<file path="src/rtl/snn_pkg.sv">
package snn_pkg;

  ////////////////////////////////////////////////////////////
  // core sizes
  ////////////////////////////////////////////////////////////

  // membrane voltage width
  localparam int WIDTH = 26;
  // spikes per group
  localparam int GROUP_SIZE = 4;
  localparam int NUM_LAYERS = 2;

  // per-layer tables, element 0 is the first layer
  localparam logic [NUM_LAYERS-1:0][4:0] LAYER_INPUTS = {5'd8, 5'd16};
  localparam logic [NUM_LAYERS-1:0][3:0] LAYER_NEURONS = {4'd4, 4'd8};
  localparam logic [NUM_LAYERS-1:0][2:0] LAYER_GROUPS = {
    3'(LAYER_INPUTS[1] / GROUP_SIZE),
    3'(LAYER_INPUTS[0] / GROUP_SIZE)
  };

  // largest layer sizes, set the memory depths
  localparam int MAX_GROUPS = 4;
  localparam int MAX_NEURONS = 8;

  ////////////////////////////////////////////////////////////
  // neuron arithmetic
  ////////////////////////////////////////////////////////////

  // decay factor in units of 1/4096
  localparam logic [NUM_LAYERS-1:0][12:0] VOLTAGE_DECAY = {13'd3672, 13'd3681};
  localparam int DECAY_SHIFT = 12;
  localparam int THRESHOLD = 6;

  // one word per layer, neuron and group
  localparam int WEIGHT_DEPTH = 64;

  ////////////////////////////////////////////////////////////
  // types
  ////////////////////////////////////////////////////////////

  typedef logic [$clog2(NUM_LAYERS)-1:0] layer_t;
  typedef logic [$clog2(MAX_NEURONS)-1:0] neuron_t;
  typedef logic [$clog2(MAX_GROUPS)-1:0] group_addr_t;
  // {layer, neuron, group}
  typedef logic [$clog2(WEIGHT_DEPTH)-1:0] weight_addr_t;
  // bit b is channel 4g+b of group g
  typedef logic [GROUP_SIZE-1:0] spike_group_t;
  typedef logic signed [WIDTH-1:0] voltage_t;

  // raw word from the load port, or four signed 4-bit weights
  // nibble b goes with spike bit b
  typedef union packed {
    logic [GROUP_SIZE*4-1:0]     raw;
    logic [GROUP_SIZE-1:0][3:0]  nibble;
  } weight_word_u;

endpackage

</file>
<file path="src/rtl/snn_if.sv">
`timescale 1ns/10ps

// one item per cycle from the sequencer into the pipeline
interface neuron_stream_if;
  logic                 valid;
  snn_pkg::layer_t      layer;
  snn_pkg::neuron_t     neuron;
  snn_pkg::group_addr_t group;
  // final item of the current neuron
  logic                 last;
  // neuron with no active group, contributes zero
  logic                 empty;

  modport seq (output valid, layer, neuron, group, last, empty);
  modport spike_rd (input layer, group, empty);
  modport weight_rd (input valid, layer, neuron, group);
  modport lif (input valid, last, empty, neuron, layer);
endinterface

// one pulse per integrated neuron
interface neuron_result_if;
  logic                 valid;
  snn_pkg::layer_t      layer;
  snn_pkg::neuron_t     neuron;
  logic                 spike;
  snn_pkg::voltage_t    voltage;

  modport src (output valid, layer, neuron, spike, voltage);
  modport pack (input valid, layer, neuron, spike);
  modport store (input valid, layer, neuron, voltage);
  modport count (input valid, layer);
endinterface

</file>
<file path="src/rtl/spike_buffer.sv">
`timescale 1ns/10ps

module spike_buffer (
  input  logic                  clk,
  input  logic                  rst,
  input  logic                  i_en,
  input  snn_pkg::spike_group_t i_spike_in,
  neuron_stream_if.spike_rd     stream,
  neuron_result_if.pack         result,
  output snn_pkg::spike_group_t o_spikes,
  output logic                  o_group_wr,
  output snn_pkg::layer_t       o_group_layer,
  output snn_pkg::group_addr_t  o_group_addr,
  output logic                  o_group_active,
  output logic                  o_spike_valid,
  output snn_pkg::spike_group_t o_spike_out
);

  // ping-pong spike memories indexed by the layer that reads them
  snn_pkg::spike_group_t spike_mem [snn_pkg::NUM_LAYERS][snn_pkg::MAX_GROUPS];

  snn_pkg::group_addr_t  in_addr;
  snn_pkg::spike_group_t pack_q;
  snn_pkg::spike_group_t pack_next;
  logic                  pend_wr;
  snn_pkg::layer_t       pend_layer;
  snn_pkg::group_addr_t  pend_addr;
  snn_pkg::spike_group_t wr_data;

  ////////////////////////////////////////////////////////////
  // input group counter
  ////////////////////////////////////////////////////////////

  always_ff @(posedge clk) begin
    if (rst) begin
      in_addr <= '0;
    end else if (i_en) begin
      // wraps after the last group of a frame
      if (in_addr == snn_pkg::group_addr_t'(snn_pkg::LAYER_GROUPS[0] - 3'd1)) begin
        in_addr <= '0;
      end else begin
        in_addr <= in_addr + 1'b1;
      end
    end
  end

  ////////////////////////////////////////////////////////////
  // result spike packer
  ////////////////////////////////////////////////////////////

  // neuron mod 4 picks the bit
  // bit 0 opens a fresh group
  always_comb begin
    pack_next = (result.neuron[1:0] == 2'd0) ? '0 : pack_q;
    pack_next[result.neuron[1:0]] = result.spike;
  end

  always_ff @(posedge clk) begin
    if (result.valid) begin
      pack_q     <= pack_next;
      pend_layer <= result.layer;
      // neuron / 4
      pend_addr  <= {1'b0, result.neuron[2]};
    end
  end

  // group complete after its fourth neuron
  always_ff @(posedge clk) begin
    if (rst) begin
      pend_wr <= 1'b0;
    end else begin
      pend_wr <= result.valid && (result.neuron[1:0] == 2'd3);
    end
  end

  ////////////////////////////////////////////////////////////
  // group writes
  ////////////////////////////////////////////////////////////

  // first layer results feed the second layer memory
  assign o_group_wr     = i_en || (pend_wr && (pend_layer == 1'b0));
  // input groups go to memory 0 and packed groups to memory 1
  assign o_group_layer  = snn_pkg::layer_t'(!i_en);
  assign o_group_addr   = i_en ? in_addr : pend_addr;
  assign wr_data        = i_en ? i_spike_in : pack_q;
  // active means at least one spike
  assign o_group_active = |wr_data;

  // last layer group leaves the core
  assign o_spike_valid  = pend_wr && (pend_layer == 1'b1);
  assign o_spike_out    = pack_q;

  // registered read with empty items read as no spikes
  always_ff @(posedge clk) begin
    if (o_group_wr) begin
      spike_mem[o_group_layer][o_group_addr] <= wr_data;
    end
    o_spikes <= stream.empty ? '0 : spike_mem[stream.layer][stream.group];
  end

  // new input never collides with packing of first layer results
  a_no_input_during_pack: assert property (@(posedge clk) disable iff (rst)
    !(i_en && result.valid && (result.layer == 1'b0)));

endmodule

</file>
<file path="src/rtl/layer_sequencer.sv">
`timescale 1ns/10ps

module layer_sequencer (
  input  logic                 clk,
  input  logic                 rst,
  input  logic                 i_group_wr,
  input  snn_pkg::layer_t      i_group_layer,
  input  snn_pkg::group_addr_t i_group_addr,
  input  logic                 i_group_active,
  neuron_result_if.count       result,
  neuron_stream_if.seq         stream,
  output logic                 o_valid
);

  // active group addresses per layer
  snn_pkg::group_addr_t stack_mem [snn_pkg::NUM_LAYERS][snn_pkg::MAX_GROUPS];
  logic [$clog2(snn_pkg::MAX_GROUPS+1)-1:0] stack_cnt [snn_pkg::NUM_LAYERS];
  logic [$clog2(snn_pkg::MAX_GROUPS+1)-1:0] cnt_base;

  logic                 start;
  logic                 busy;
  snn_pkg::layer_t      cur_layer;
  snn_pkg::neuron_t     neuron_cnt;
  snn_pkg::neuron_t     last_neuron;
  snn_pkg::group_addr_t ptr;
  logic                 item_empty;
  logic                 item_last;
  snn_pkg::neuron_t     res_cnt;
  snn_pkg::neuron_t     res_last;

  ////////////////////////////////////////////////////////////
  // active group stacks
  ////////////////////////////////////////////////////////////

  // group 0 starts a new frame, so the stack restarts empty
  assign cnt_base = (i_group_addr == '0) ? '0 : stack_cnt[i_group_layer];

  always_ff @(posedge clk) begin
    if (rst) begin
      for (int l = 0; l < snn_pkg::NUM_LAYERS; l++) begin
        stack_cnt[l] <= '0;
      end
    end else if (i_group_wr) begin
      stack_cnt[i_group_layer] <= cnt_base + i_group_active;
    end
  end

  // push only groups holding a spike
  always_ff @(posedge clk) begin
    if (i_group_wr && i_group_active) begin
      stack_mem[i_group_layer][cnt_base[1:0]] <= i_group_addr;
    end
  end

  // final group of a layer starts it next cycle
  assign start = i_group_wr &&
    (i_group_addr == snn_pkg::group_addr_t'(snn_pkg::LAYER_GROUPS[i_group_layer] - 3'd1));

  ////////////////////////////////////////////////////////////
  // neuron stream
  ////////////////////////////////////////////////////////////

  assign item_empty  = (stack_cnt[cur_layer] == '0);
  // empty neuron still gets one item
  assign item_last   = item_empty ||
    (ptr == snn_pkg::group_addr_t'(stack_cnt[cur_layer] - 1'b1));
  assign last_neuron = snn_pkg::neuron_t'(snn_pkg::LAYER_NEURONS[cur_layer] - 4'd1);

  assign stream.valid  = busy;
  assign stream.layer  = cur_layer;
  assign stream.neuron = neuron_cnt;
  assign stream.group  = item_empty ? '0 : stack_mem[cur_layer][ptr];
  assign stream.last   = busy && item_last;
  assign stream.empty  = busy && item_empty;

  // layer and neuron counters, ptr walks the stack
  always_ff @(posedge clk) begin
    if (rst) begin
      busy       <= 1'b0;
      cur_layer  <= '0;
      neuron_cnt <= '0;
      ptr        <= '0;
    end else if (start) begin
      busy       <= 1'b1;
      cur_layer  <= i_group_layer;
      neuron_cnt <= '0;
      ptr        <= '0;
    end else if (busy) begin
      if (item_last) begin
        ptr <= '0;
        // neuron counter moves on last
        if (neuron_cnt == last_neuron) begin
          busy       <= 1'b0;
          neuron_cnt <= '0;
        end else begin
          neuron_cnt <= neuron_cnt + 1'b1;
        end
      end else begin
        ptr <= ptr + 1'b1;
      end
    end
  end

  ////////////////////////////////////////////////////////////
  // integrated neuron count
  ////////////////////////////////////////////////////////////

  assign res_last = snn_pkg::neuron_t'(snn_pkg::LAYER_NEURONS[result.layer] - 4'd1);

  always_ff @(posedge clk) begin
    if (rst) begin
      res_cnt <= '0;
      o_valid <= 1'b0;
    end else begin
      // done one cycle after the last output layer neuron
      o_valid <= result.valid && (res_cnt == res_last) &&
        (result.layer == snn_pkg::layer_t'(snn_pkg::NUM_LAYERS - 1));
      if (result.valid) begin
        res_cnt <= (res_cnt == res_last) ? '0 : res_cnt + 1'b1;
      end
    end
  end

  // a frame never holds more active groups than the stack depth
  a_stack_no_overflow: assert property (@(posedge clk) disable iff (rst)
    (i_group_wr && i_group_active) |-> (cnt_base < snn_pkg::MAX_GROUPS));

endmodule

</file>
<file path="src/rtl/weight_mem.sv">
`timescale 1ns/10ps

module weight_mem (
  input  logic                  clk,
  input  logic                  i_wr_en,
  input  snn_pkg::weight_addr_t i_wr_addr,
  input  logic [15:0]           i_wr_data,
  neuron_stream_if.weight_rd    stream,
  output snn_pkg::weight_word_u o_weights
);

  snn_pkg::weight_word_u wmem [snn_pkg::WEIGHT_DEPTH];
  snn_pkg::weight_addr_t rd_addr;

  // layer high, then neuron, then group
  assign rd_addr = {stream.layer, stream.neuron, stream.group};

  always_ff @(posedge clk) begin
    // load port writes whole raw words
    if (i_wr_en) begin
      wmem[i_wr_addr].raw <= i_wr_data;
    end
    // one cycle read, lines up with the spike read
    o_weights <= wmem[rd_addr];
  end

  // loading only while the core is idle
  a_no_load_while_streaming: assert property (@(posedge clk)
    !(i_wr_en && stream.valid));

endmodule

</file>
<file path="src/rtl/lif_neuron.sv">
`timescale 1ns/10ps

module lif_neuron (
  input  logic                  clk,
  input  logic                  rst,
  neuron_stream_if.lif          stream,
  input  snn_pkg::spike_group_t i_spikes,
  input  snn_pkg::weight_word_u i_weights,
  neuron_result_if.src          result
);

  // membrane voltage per layer and neuron
  snn_pkg::voltage_t vmem [snn_pkg::NUM_LAYERS][snn_pkg::MAX_NEURONS];

  logic              valid_d;
  logic              last_d;
  logic              empty_d;
  snn_pkg::layer_t   layer_d;
  snn_pkg::neuron_t  neuron_d;
  snn_pkg::voltage_t acc;
  snn_pkg::voltage_t item_sum;
  snn_pkg::voltage_t total;
  snn_pkg::voltage_t v_old;
  snn_pkg::voltage_t v_decayed;
  snn_pkg::voltage_t v_new;
  logic signed [snn_pkg::WIDTH+13:0] decay_prod;
  logic              fire;

  ////////////////////////////////////////////////////////////
  // stream alignment with memory data
  ////////////////////////////////////////////////////////////

  always_ff @(posedge clk) begin
    if (rst) begin
      valid_d <= 1'b0;
      last_d  <= 1'b0;
    end else begin
      valid_d <= stream.valid;
      last_d  <= stream.last;
    end
  end

  always_ff @(posedge clk) begin
    empty_d  <= stream.empty;
    layer_d  <= stream.layer;
    neuron_d <= stream.neuron;
  end

  ////////////////////////////////////////////////////////////
  // accumulate
  ////////////////////////////////////////////////////////////

  // weights whose spike bit is set
  always_comb begin
    item_sum = '0;
    for (int b = 0; b < snn_pkg::GROUP_SIZE; b++) begin
      if (i_spikes[b] && !empty_d) begin
        item_sum = item_sum + snn_pkg::voltage_t'($signed(i_weights.nibble[b]));
      end
    end
  end

  assign total = acc + item_sum;

  // cleared after each neuron
  always_ff @(posedge clk) begin
    if (rst) begin
      acc <= '0;
    end else if (valid_d) begin
      acc <= last_d ? '0 : total;
    end
  end

  ////////////////////////////////////////////////////////////
  // leaky integrate and fire
  ////////////////////////////////////////////////////////////

  assign v_old = vmem[layer_d][neuron_d];

  always_comb begin
    // full width product, then floor shift
    decay_prod = v_old * $signed({1'b0, snn_pkg::VOLTAGE_DECAY[layer_d]});
    v_decayed  = snn_pkg::voltage_t'(decay_prod >>> snn_pkg::DECAY_SHIFT);
    v_new      = v_decayed + total;
    fire       = (v_new >= snn_pkg::voltage_t'(snn_pkg::THRESHOLD));
  end

  // fired neuron restarts from zero
  always_ff @(posedge clk) begin
    if (rst) begin
      for (int l = 0; l < snn_pkg::NUM_LAYERS; l++) begin
        for (int n = 0; n < snn_pkg::MAX_NEURONS; n++) begin
          vmem[l][n] <= '0;
        end
      end
    end else if (valid_d && last_d) begin
      vmem[layer_d][neuron_d] <= fire ? '0 : v_new;
    end
  end

  // result two cycles after last
  always_ff @(posedge clk) begin
    if (rst) begin
      result.valid <= 1'b0;
    end else begin
      result.valid <= valid_d && last_d;
    end
  end

  // reported voltage is the stored one
  always_ff @(posedge clk) begin
    result.layer   <= layer_d;
    result.neuron  <= neuron_d;
    result.spike   <= fire;
    result.voltage <= fire ? '0 : v_new;
  end

  // sequencer marks last only on a valid item
  a_last_has_valid: assert property (@(posedge clk) disable iff (rst)
    stream.last |-> stream.valid);

endmodule

</file>
<file path="src/rtl/output_buffer.sv">
`timescale 1ns/10ps

module output_buffer (
  input  logic              clk,
  neuron_result_if.store    result,
  input  logic              i_rd_en,
  input  logic [1:0]        i_rd_addr,
  output snn_pkg::voltage_t o_rd_data
);

  // one entry per output layer neuron
  snn_pkg::voltage_t obuf [snn_pkg::LAYER_NEURONS[snn_pkg::NUM_LAYERS-1]];

  always_ff @(posedge clk) begin
    // only output layer voltages are kept
    if (result.valid && (result.layer == snn_pkg::layer_t'(snn_pkg::NUM_LAYERS - 1))) begin
      obuf[result.neuron[1:0]] <= result.voltage;
    end
    // registered read port
    if (i_rd_en) begin
      o_rd_data <= obuf[i_rd_addr];
    end
  end

endmodule

</file>
<file path="src/rtl/snn_top.sv">
`timescale 1ns/10ps

module snn_top (
  input  logic                  clk,
  input  logic                  rst,
  // input spike groups
  input  logic                  i_en,
  input  snn_pkg::spike_group_t i_spike_in,
  // weight load port
  input  logic                  i_weight_wr_en,
  input  snn_pkg::weight_addr_t i_weight_wr_addr,
  input  logic [15:0]           i_weight_wr_data,
  // output buffer read port
  input  logic                  i_obuf_rd_en,
  input  logic [1:0]            i_obuf_addr,
  output snn_pkg::voltage_t     o_obuf_data,
  // inference done and output spikes
  output logic                  o_valid,
  output logic                  o_spike_valid,
  output snn_pkg::spike_group_t o_spike_out
);

  neuron_stream_if stream_if ();
  neuron_result_if result_if ();

  // memory read data into the neuron
  snn_pkg::spike_group_t spikes;
  snn_pkg::weight_word_u weights;

  // group write events toward the stacks
  logic                  group_wr;
  snn_pkg::layer_t       group_layer;
  snn_pkg::group_addr_t  group_addr;
  logic                  group_active;

  spike_buffer spike_buffer0 (
    .clk            (clk),
    .rst            (rst),
    .i_en           (i_en),
    .i_spike_in     (i_spike_in),
    .stream         (stream_if.spike_rd),
    .result         (result_if.pack),
    .o_spikes       (spikes),
    .o_group_wr     (group_wr),
    .o_group_layer  (group_layer),
    .o_group_addr   (group_addr),
    .o_group_active (group_active),
    .o_spike_valid  (o_spike_valid),
    .o_spike_out    (o_spike_out)
  );

  layer_sequencer layer_sequencer0 (
    .clk            (clk),
    .rst            (rst),
    .i_group_wr     (group_wr),
    .i_group_layer  (group_layer),
    .i_group_addr   (group_addr),
    .i_group_active (group_active),
    .result         (result_if.count),
    .stream         (stream_if.seq),
    .o_valid        (o_valid)
  );

  weight_mem weight_mem0 (
    .clk       (clk),
    .i_wr_en   (i_weight_wr_en),
    .i_wr_addr (i_weight_wr_addr),
    .i_wr_data (i_weight_wr_data),
    .stream    (stream_if.weight_rd),
    .o_weights (weights)
  );

  lif_neuron lif_neuron0 (
    .clk       (clk),
    .rst       (rst),
    .stream    (stream_if.lif),
    .i_spikes  (spikes),
    .i_weights (weights),
    .result    (result_if.src)
  );

  output_buffer output_buffer0 (
    .clk       (clk),
    .result    (result_if.store),
    .i_rd_en   (i_obuf_rd_en),
    .i_rd_addr (i_obuf_addr),
    .o_rd_data (o_obuf_data)
  );

endmodule

</file>
<file path="config.mk">
export PLATFORM = sky130hd
export DESIGN_NAME = snn_top
export DESIGN_NICKNAME = d
export VERILOG_FILES = /design/src/rtl/snn_pkg.sv /design/src/rtl/snn_if.sv /design/src/rtl/spike_buffer.sv /design/src/rtl/layer_sequencer.sv /design/src/rtl/weight_mem.sv /design/src/rtl/lif_neuron.sv /design/src/rtl/output_buffer.sv /design/src/rtl/snn_top.sv
export SDC_FILE = /design/constraint.sdc
export NUM_CORES = 2
export LEC_CHECK = 0
export ABC_AREA = 0
export ABC_CLOCK_PERIOD_IN_PS = 14350
export BUFFER_PORTS_ARGS = -buffer_cell sky130_fd_sc_hd__buf_4
export CORE_ASPECT_RATIO = 1.75
export CORE_MARGIN = 4
export CORE_UTILIZATION = 35
export CTS_CLUSTER_SIZE = 12
export DETAILED_ROUTE_END_ITERATION = 7
export PLACE_DENSITY_LB_ADDON = 0.08
export SYNTH_ARGS = -nofsm -noshare
export SYNTH_HDL_FRONTEND = slang
export SYNTH_SLANG_ARGS = --single-unit
export TNS_END_PERCENT = 100
</file>
<file path="constraint.sdc">
create_clock -name clk -period 14.35 [get_ports clk]
set_clock_uncertainty 0.2 [all_clocks]
set_input_delay 1.435 -clock clk [delete_from_list [all_inputs] [get_ports clk]]
set_output_delay 1.435 -clock clk [all_outputs]
set_load 0.02 [all_outputs]
</file>
**Word-level counts from Yosys, hierarchy flattened**

Memories as Yosys holds them, arrays and structs flattened. A register that Yosys moved wholly into a read port is not among the register bits.
Cells that the tools add are included.

- Add/sub/neg operators: 14
- Multipliers: 1
- Magnitude comparators: 15
- Equality and inequality tests: 6
- Multiplexer cells: 72
- Bitwise logic cells: 6
- Reductions and logical operators: 31

Operator list:

| kind | count |
|---|---|
| two-way mux 208 bit | 3 |
| two-way mux 26 bit | 9 |
| OR reduction 208 bit | 1 |
| adder 26 x 4 -> 26 bit | 3 |
| binary-select mux 26 bit (select 3 bit) | 1 |
| demux 26 bit (select 3 bit) | 1 |
| adder 26 bit | 2 |
| multiplier 26 x 14 -> 38 bit | 1 |
| greater-or-equal comparator 26 x 4 -> 1 bit, second input constant | 1 |
| two-way mux 1 bit | 26 |
| two-way mux 3 bit | 8 |
| two-way mux 4 bit | 5 |
| logical AND 1 bit | 19 |
| two-way mux 2 bit | 9 |
| two-way mux 16 bit | 1 |
| two-way mux 13 bit | 1 |
| greater-or-equal comparator 3 bit, second input constant | 4 |
| inverter 2 -> 3 bit | 4 |
| binary-select mux 4 bit (select 2 bit) | 1 |
| demux 4 bit (select 2 bit) | 1 |
| less-than comparator 1 x 2 -> 1 bit, second input constant | 4 |
| two-way mux 8 bit | 1 |
| adder 3 x 1 -> 3 bit, second input constant | 2 |
| equality test 3 bit | 2 |
| 26 further kinds | 35 |

- Bits in registers: 89
- Memory bits (writable): 1598
- Input bits: 33
- Output and inout port bits: 32
- Word-level logic and storage cells: 174
- Memories: 6

Memories:

| name | words | bits a word | read ports | clocked after memory_dff | write ports | RTL line | RTL |
|---|---|---|---|---|---|---|---|
| weight_mem0.wmem | 64 | 16 | 1 | 1 | 1 | weight_mem.sv:12 | `snn_pkg::weight_word_u wmem [snn_pkg::WEIGHT_DEPTH];` |
| lif_neuron0.vmem | 2 | 208 | 1 | 1 | 2 | lif_neuron.sv:13 | `snn_pkg::voltage_t vmem [snn_pkg::NUM_LAYERS][snn_pkg::MAX_NEURONS];` |
| output_buffer0.obuf | 4 | 26 | 1 | 1 | 1 | output_buffer.sv:12 | `snn_pkg::voltage_t obuf [snn_pkg::LAYER_NEURONS[snn_pkg::NUM_LAYERS-1]];` |
| spike_buffer0.spike_mem | 2 | 16 | 1 | 1 | 1 | spike_buffer.sv:20 | `snn_pkg::spike_group_t spike_mem [snn_pkg::NUM_LAYERS][snn_pkg::MAX_GROUPS];` |
| layer_sequencer0.stack_mem | 2 | 8 | 1 | 1 | 1 | layer_sequencer.sv:16 | `snn_pkg::group_addr_t stack_mem [snn_pkg::NUM_LAYERS][snn_pkg::MAX_GROUPS];` |
| layer_sequencer0.stack_cnt | 2 | 3 | 2 | 1 | 2 | layer_sequencer.sv:17 | `logic [$clog2(snn_pkg::MAX_GROUPS+1)-1:0] stack_cnt [snn_pkg::NUM_LAYERS];` |

**Logic depth before layout (Yosys ltp)**

- Depth after elaboration: 14
- Depth in mapped cells: 56

**Cells and area by module**

A second synthesis with hierarchy kept.

- Cells, all modules: 5384
- Area, all modules: 82649.3 µm²

Modules (own cells, without submodules):

| module | instances | cells each | area each (µm²) |
|---|---|---|---|
| weight_mem | 1 | 1829 | 40042.2 |
| lif_neuron | 1 | 3142 | 34445.5 |
| output_buffer | 1 | 166 | 4616.9 |
| spike_buffer | 1 | 105 | 1853.0 |
| layer_sequencer | 1 | 142 | 1691.6 |

**Worst setup path before layout**

OpenSTA, ideal clock, no wires.

- Kind: reg2reg
- Start: register lif_neuron0.layer_d
- End: memory lif_neuron0.vmem[1][10] (netlist bit) (data pin)
- Setup time: 0.249 ns
- Arrival: 10.468 ns
- Data required time: 13.901 ns
- Setup slack: 3.433 ns
- Cell stages (with the launch flop): 42
- Clock period less this slack: 10.917 ns
- Cell sequence: dfxtp_1 > clkbuf_1 > clkbuf_1 > buf_1 > mux4_2 > a31oi_1 > o21ai_0 > nor2b_1 > ha_1 > inv_1 > fa_1 > inv_1 > fa_1 > inv_1 > fa_1 > inv_1 > fa_1 > fa_1 > [... 6 more ...] > and2_1 > o21a_1 > nor2_1 > xnor2_1 > ha_1 > nand2_1 > o21ai_0 > nor3_1 > a21oi_1 > o31ai_1 > o2111ai_1 > a21oi_1 > xor2_1 > nor4bb_1 > nor3_2 > buf_2 > buf_4 > nor3_1

RTL lines:

| item | RTL line | RTL |
|---|---|---|
| start, declared | lif_neuron.sv:18 | `snn_pkg::layer_t layer_d;` |
| start signal, assigned | lif_neuron.sv:45 | `layer_d <= stream.layer;` |
| end, declared | lif_neuron.sv:13 |  |

==> metrics.md <==
| Metric | Value |
|---|---|
| Number of global-route vias before repair | about 51000 |
| CP startpoint | lif_neuron0.neuron_d[0] |
| Clock Latency Late Sink | 0.85 ns |
| Buffers on Ports | 64 |
| CTS Hold Bufs | 0 |
| Reg-to-Reg End | lif_neuron0.vmem[1][38] |
| RSZ-0062 raised after global routing | no |
| Crit Path Class | flip-flop to flip-flop |
| Initial DRC count | ~2900 |
| Fin. max-slew vios | 0 |
| FF-to-FF setup slack | roughly 1.2 ns |
| Outcome | complete, no violations |
| I/O pin total | 65 |
| Max cap viols | 0 |
| CTS tree | yes |
| Fin crit period | between 10 and 15 ns |
| Syn_area_per_cell | 14.1 sq um |
| Crit path DAT | 13.44 ns |
| Detail Route Antenna Nets | 0 |
| Worst path slowest cell | dfxtp_4 |
| Async SR Flop Fraction | 0 |
| Top FF cell, synth | edfxtp_1 |
| First drt pass iteration count | 6 |
| Initial antenna violation count | 7 |
| CTS buffer count | between 150 and 200 |
| Slew headroom | 0.0804 |
| Final nets | 6393 |
| Final setup vio count | 0 |
| Die area | 243000 sq um |
| # DRC | 0 |
| Post-synthesis cell type count | a little under 80 |
| Drt wl/cell | 28.5 microns |
| DIE WIDTH | roughly 370 microns |
| HP Start | lif_neuron0.result.neuron[2] |
| WP depth | 44 |
| Via total after detailed routing | 48200 |
| Layout cells sized above 1 | 0.127 |
| Global-route wire length before repair | 369 mm |
| Largest net degree at the start of global routing | 150 |
| Post-DP HPWL | ~170 mm |
| Rows | 235 |
| GRT Total Usage | 0.209 |
| Clock transition at path regs | roughly 0.060 ns |
| Final WL | 259 mm |
| Die Span Y | 649 microns |
| F_max | about 76 MHz |
| CP required | 14.63 ns |
| Final Cycle Share | 0.917 |
| # resized after CTS | 0 |
| Post-synthesis sequential area ratio | 0.620 |
| CP Max Fanout | 49 |
| Synth Cell Area | approximately 82000 sq um |
| Root Buffer Master | clkbuf_16 |
| Via/cell ratio | between 5 and 6 |
| Gp weighted congestion | 0.884 |
| Final hold viol count | 0 |
| Area growth, synth to finish | 12.1% |
| Syn Inst Count | approximately 5800 |
| Sinks on Clock Net | 1730 |
| CP Buf/Inv Count | 10 |
| Origin of the critical flop-to-flop path | lif_neuron0.neuron_d[0] |
| Critical path's top delay family | compound AO/OA/AOI/OAI gates |
| Yosys warning count | 0 |
| #FFs+latches synth | 1730 |
| CORE AREA | roughly 230000 sq um |
| CP max stage delay | 0.87 ns |
| H-tree Lvls | 4 |
| Total congestion overflow | 0 |
| Hold WC Path Type | flip-flop to flip-flop |
| CP endpoint kind | flip-flop |
| Startpoint types | flip-flop |
| Number of cells on the worst reg-to-reg path | 44 |
| Setup bufs post-CTS | 0 |
| Number of synthesized flops with an enable pin | approximately 1600 |
| CP Capture Point | lif_neuron0.vmem[1][38] |
| Worst-Margin Slew | 1.37 ns |
| Longest Clk Path Bufs | 4 |
| Starting Density | 0.352 |
| Fin Setup TNS | 0 ns |
cell usage after synthesis, types with 171 or more instances:
master | count | share of area
nor2_1 | 244 | 0.011
clkbuf_1 | 271 | 0.012
mux2i_1 | 361 | 0.044
fa_1 | 171 | 0.042
nor3_1 | 270 | 0.016
inv_1 | 348 | 0.016
a211oi_1 | 205 | 0.019
edfxtp_1 | 1630 | 0.60
ha_1 | 294 | 0.045
mux4_2 | 184 | 0.050
a21oi_1 | 214 | 0.013
nand2_1 | 390 | 0.018
worst reg2reg max path: cells and delay by family, from the launching register on:
kind                     cells  cell delay [ns]
AO/OA/AOI/OAI               14             3.62
adder cells (fa/ha/maj)      8             3.50
AND/OR/NAND/NOR             10             2.79
buffers and inverters       10             1.57
flip-flops                   1             0.87
XOR/XNOR                     2             0.33
final cells by class:
| class | count | area, sq um |
|---|---|---|
| inverters | 349 | 1310 |
| clock inverters | 36 | 246 |
| clock buffers | 243 | 4900 |
| repair buffers | 248 | 1970 |
| multi-input cells | 3385 | 28900 |
| flip-flops and latches | 1730 | 51000 |
| well taps | 3081 | 3850 |
| fillers | 21900 | 142000 |
| diodes | 5 | 12.5 |
per-stage QoR:
| step | std cells | utilization | setup WS [ns] | hold slack [ns] | instance area [sq um] |
|---|---|---|---|---|---|
| detailed placement | 8793 | 0.372 | 1.17 | 0.208 | 87000 |
| floorplan | 5817 | - | 3.43 | 0.129 | 82200 |
| global placement | 8793 | 0.372 | 1.26 | 0.199 | 87000 |
| global route | 9075 | 0.394 | 0.634 | 0.231 | 92100 |
| CTS | 9072 | 0.394 | 1.14 | 0.224 | 92100 |
| finish | 9077 | 0.394 | 1.19 | 0.220 | 92100 |
per-layer routing:
layer  vias up  share of wire  GRT usage
met2       866           0.57      0.416
met3       401          0.028     0.0214
li1      22000              -          -
met4         0          0.053     0.0948
met1     25000           0.35      0.216
met5         -              0          0
cells by family (layout without fill, tap and decap cells):
| kind of cell | count (synthesis) | count (layout) | share of synthesized area |
|---|---|---|---|
| AOI/OAI and AO/OA | 885 | 885 | 0.0713 |
| buffers and inverters | 702 | 876 | 0.0334 |
| adders and majority gates | 465 | 465 | 0.0864 |
| muxes | 559 | 559 | 0.0963 |
| DFF | 1730 | 1730 | 0.620 |
| other | 1 | 13 | 0.0000456 |
| xor gates and xnor gates | 118 | 118 | 0.0127 |
| and+or+nand+nor | 1350 | 1350 | 0.0798 |
cells in the final DEF, fill, tap and decap left out, types with 29 or more instances in the layout:
| cell | synthesis | routed |
|---|---|---|
| nand3_1 | 43 | 43 |
| nor2_2 | 1 | 38 |
| clkbuf_1 | 271 | 54 |
| nand2_1 | 390 | 390 |
| nor2_1 | 244 | 195 |
| nor3_1 | 270 | 263 |
| clkbuf_16 | 0 | 186 |
| a31oi_1 | 93 | 92 |
| nand2b_1 | 38 | 29 |
| a211oi_1 | 205 | 205 |
| a311oi_1 | 68 | 67 |
| a21o_1 | 58 | 58 |
| ha_1 | 294 | 294 |
| edfxtp_1 | 1630 | 1630 |
| and2_1 | 161 | 161 |
| dfxtp_1 | 100 | 94 |
| xnor2_1 | 69 | 69 |
| inv_1 | 348 | 348 |
| a21oi_1 | 214 | 214 |
| mux4_2 | 184 | 184 |
| xor2_1 | 48 | 48 |
| o21ai_0 | 92 | 89 |
| mux2i_1 | 361 | 361 |
| buf_4 | 12 | 239 |
| nor2b_1 | 72 | 71 |
| o22ai_1 | 42 | 42 |
| fa_1 | 171 | 171 |
worst min-delay path by stage:
stage                                  to  slack (ns)  cells past startpoint
3_5_place_dp   spike_buffer0.pend_addr[0]        0.21                      0
6_report       spike_buffer0.pend_addr[0]        0.22                      0
4_1_cts        spike_buffer0.pend_addr[0]        0.22                      0
5_1_grt        spike_buffer0.pend_addr[0]        0.23                      0
2_1_floorplan         lif_neuron0.layer_d        0.13                      0
3_3_place_gp   spike_buffer0.pend_addr[0]        0.20                      0
state kept, by name, summed over array words and instances (netlist names), 6 cells and up, named ones only:
register	flops
lif_neuron0.result.voltage	26
weight_mem0.o_weights	16
spike_buffer0.spike_mem	32
lif_neuron0.vmem	416
lif_neuron0.acc	26
output_buffer0.obuf	104
output_buffer0.o_rd_data	26
weight_mem0.wmem	1024
layer_sequencer0.stack_cnt	6
layer_sequencer0.stack_mem	16
Power is left out: the tool's default activity adds up to more than one toggle a clock period on the data nets, which glitch-free logic cannot reach.
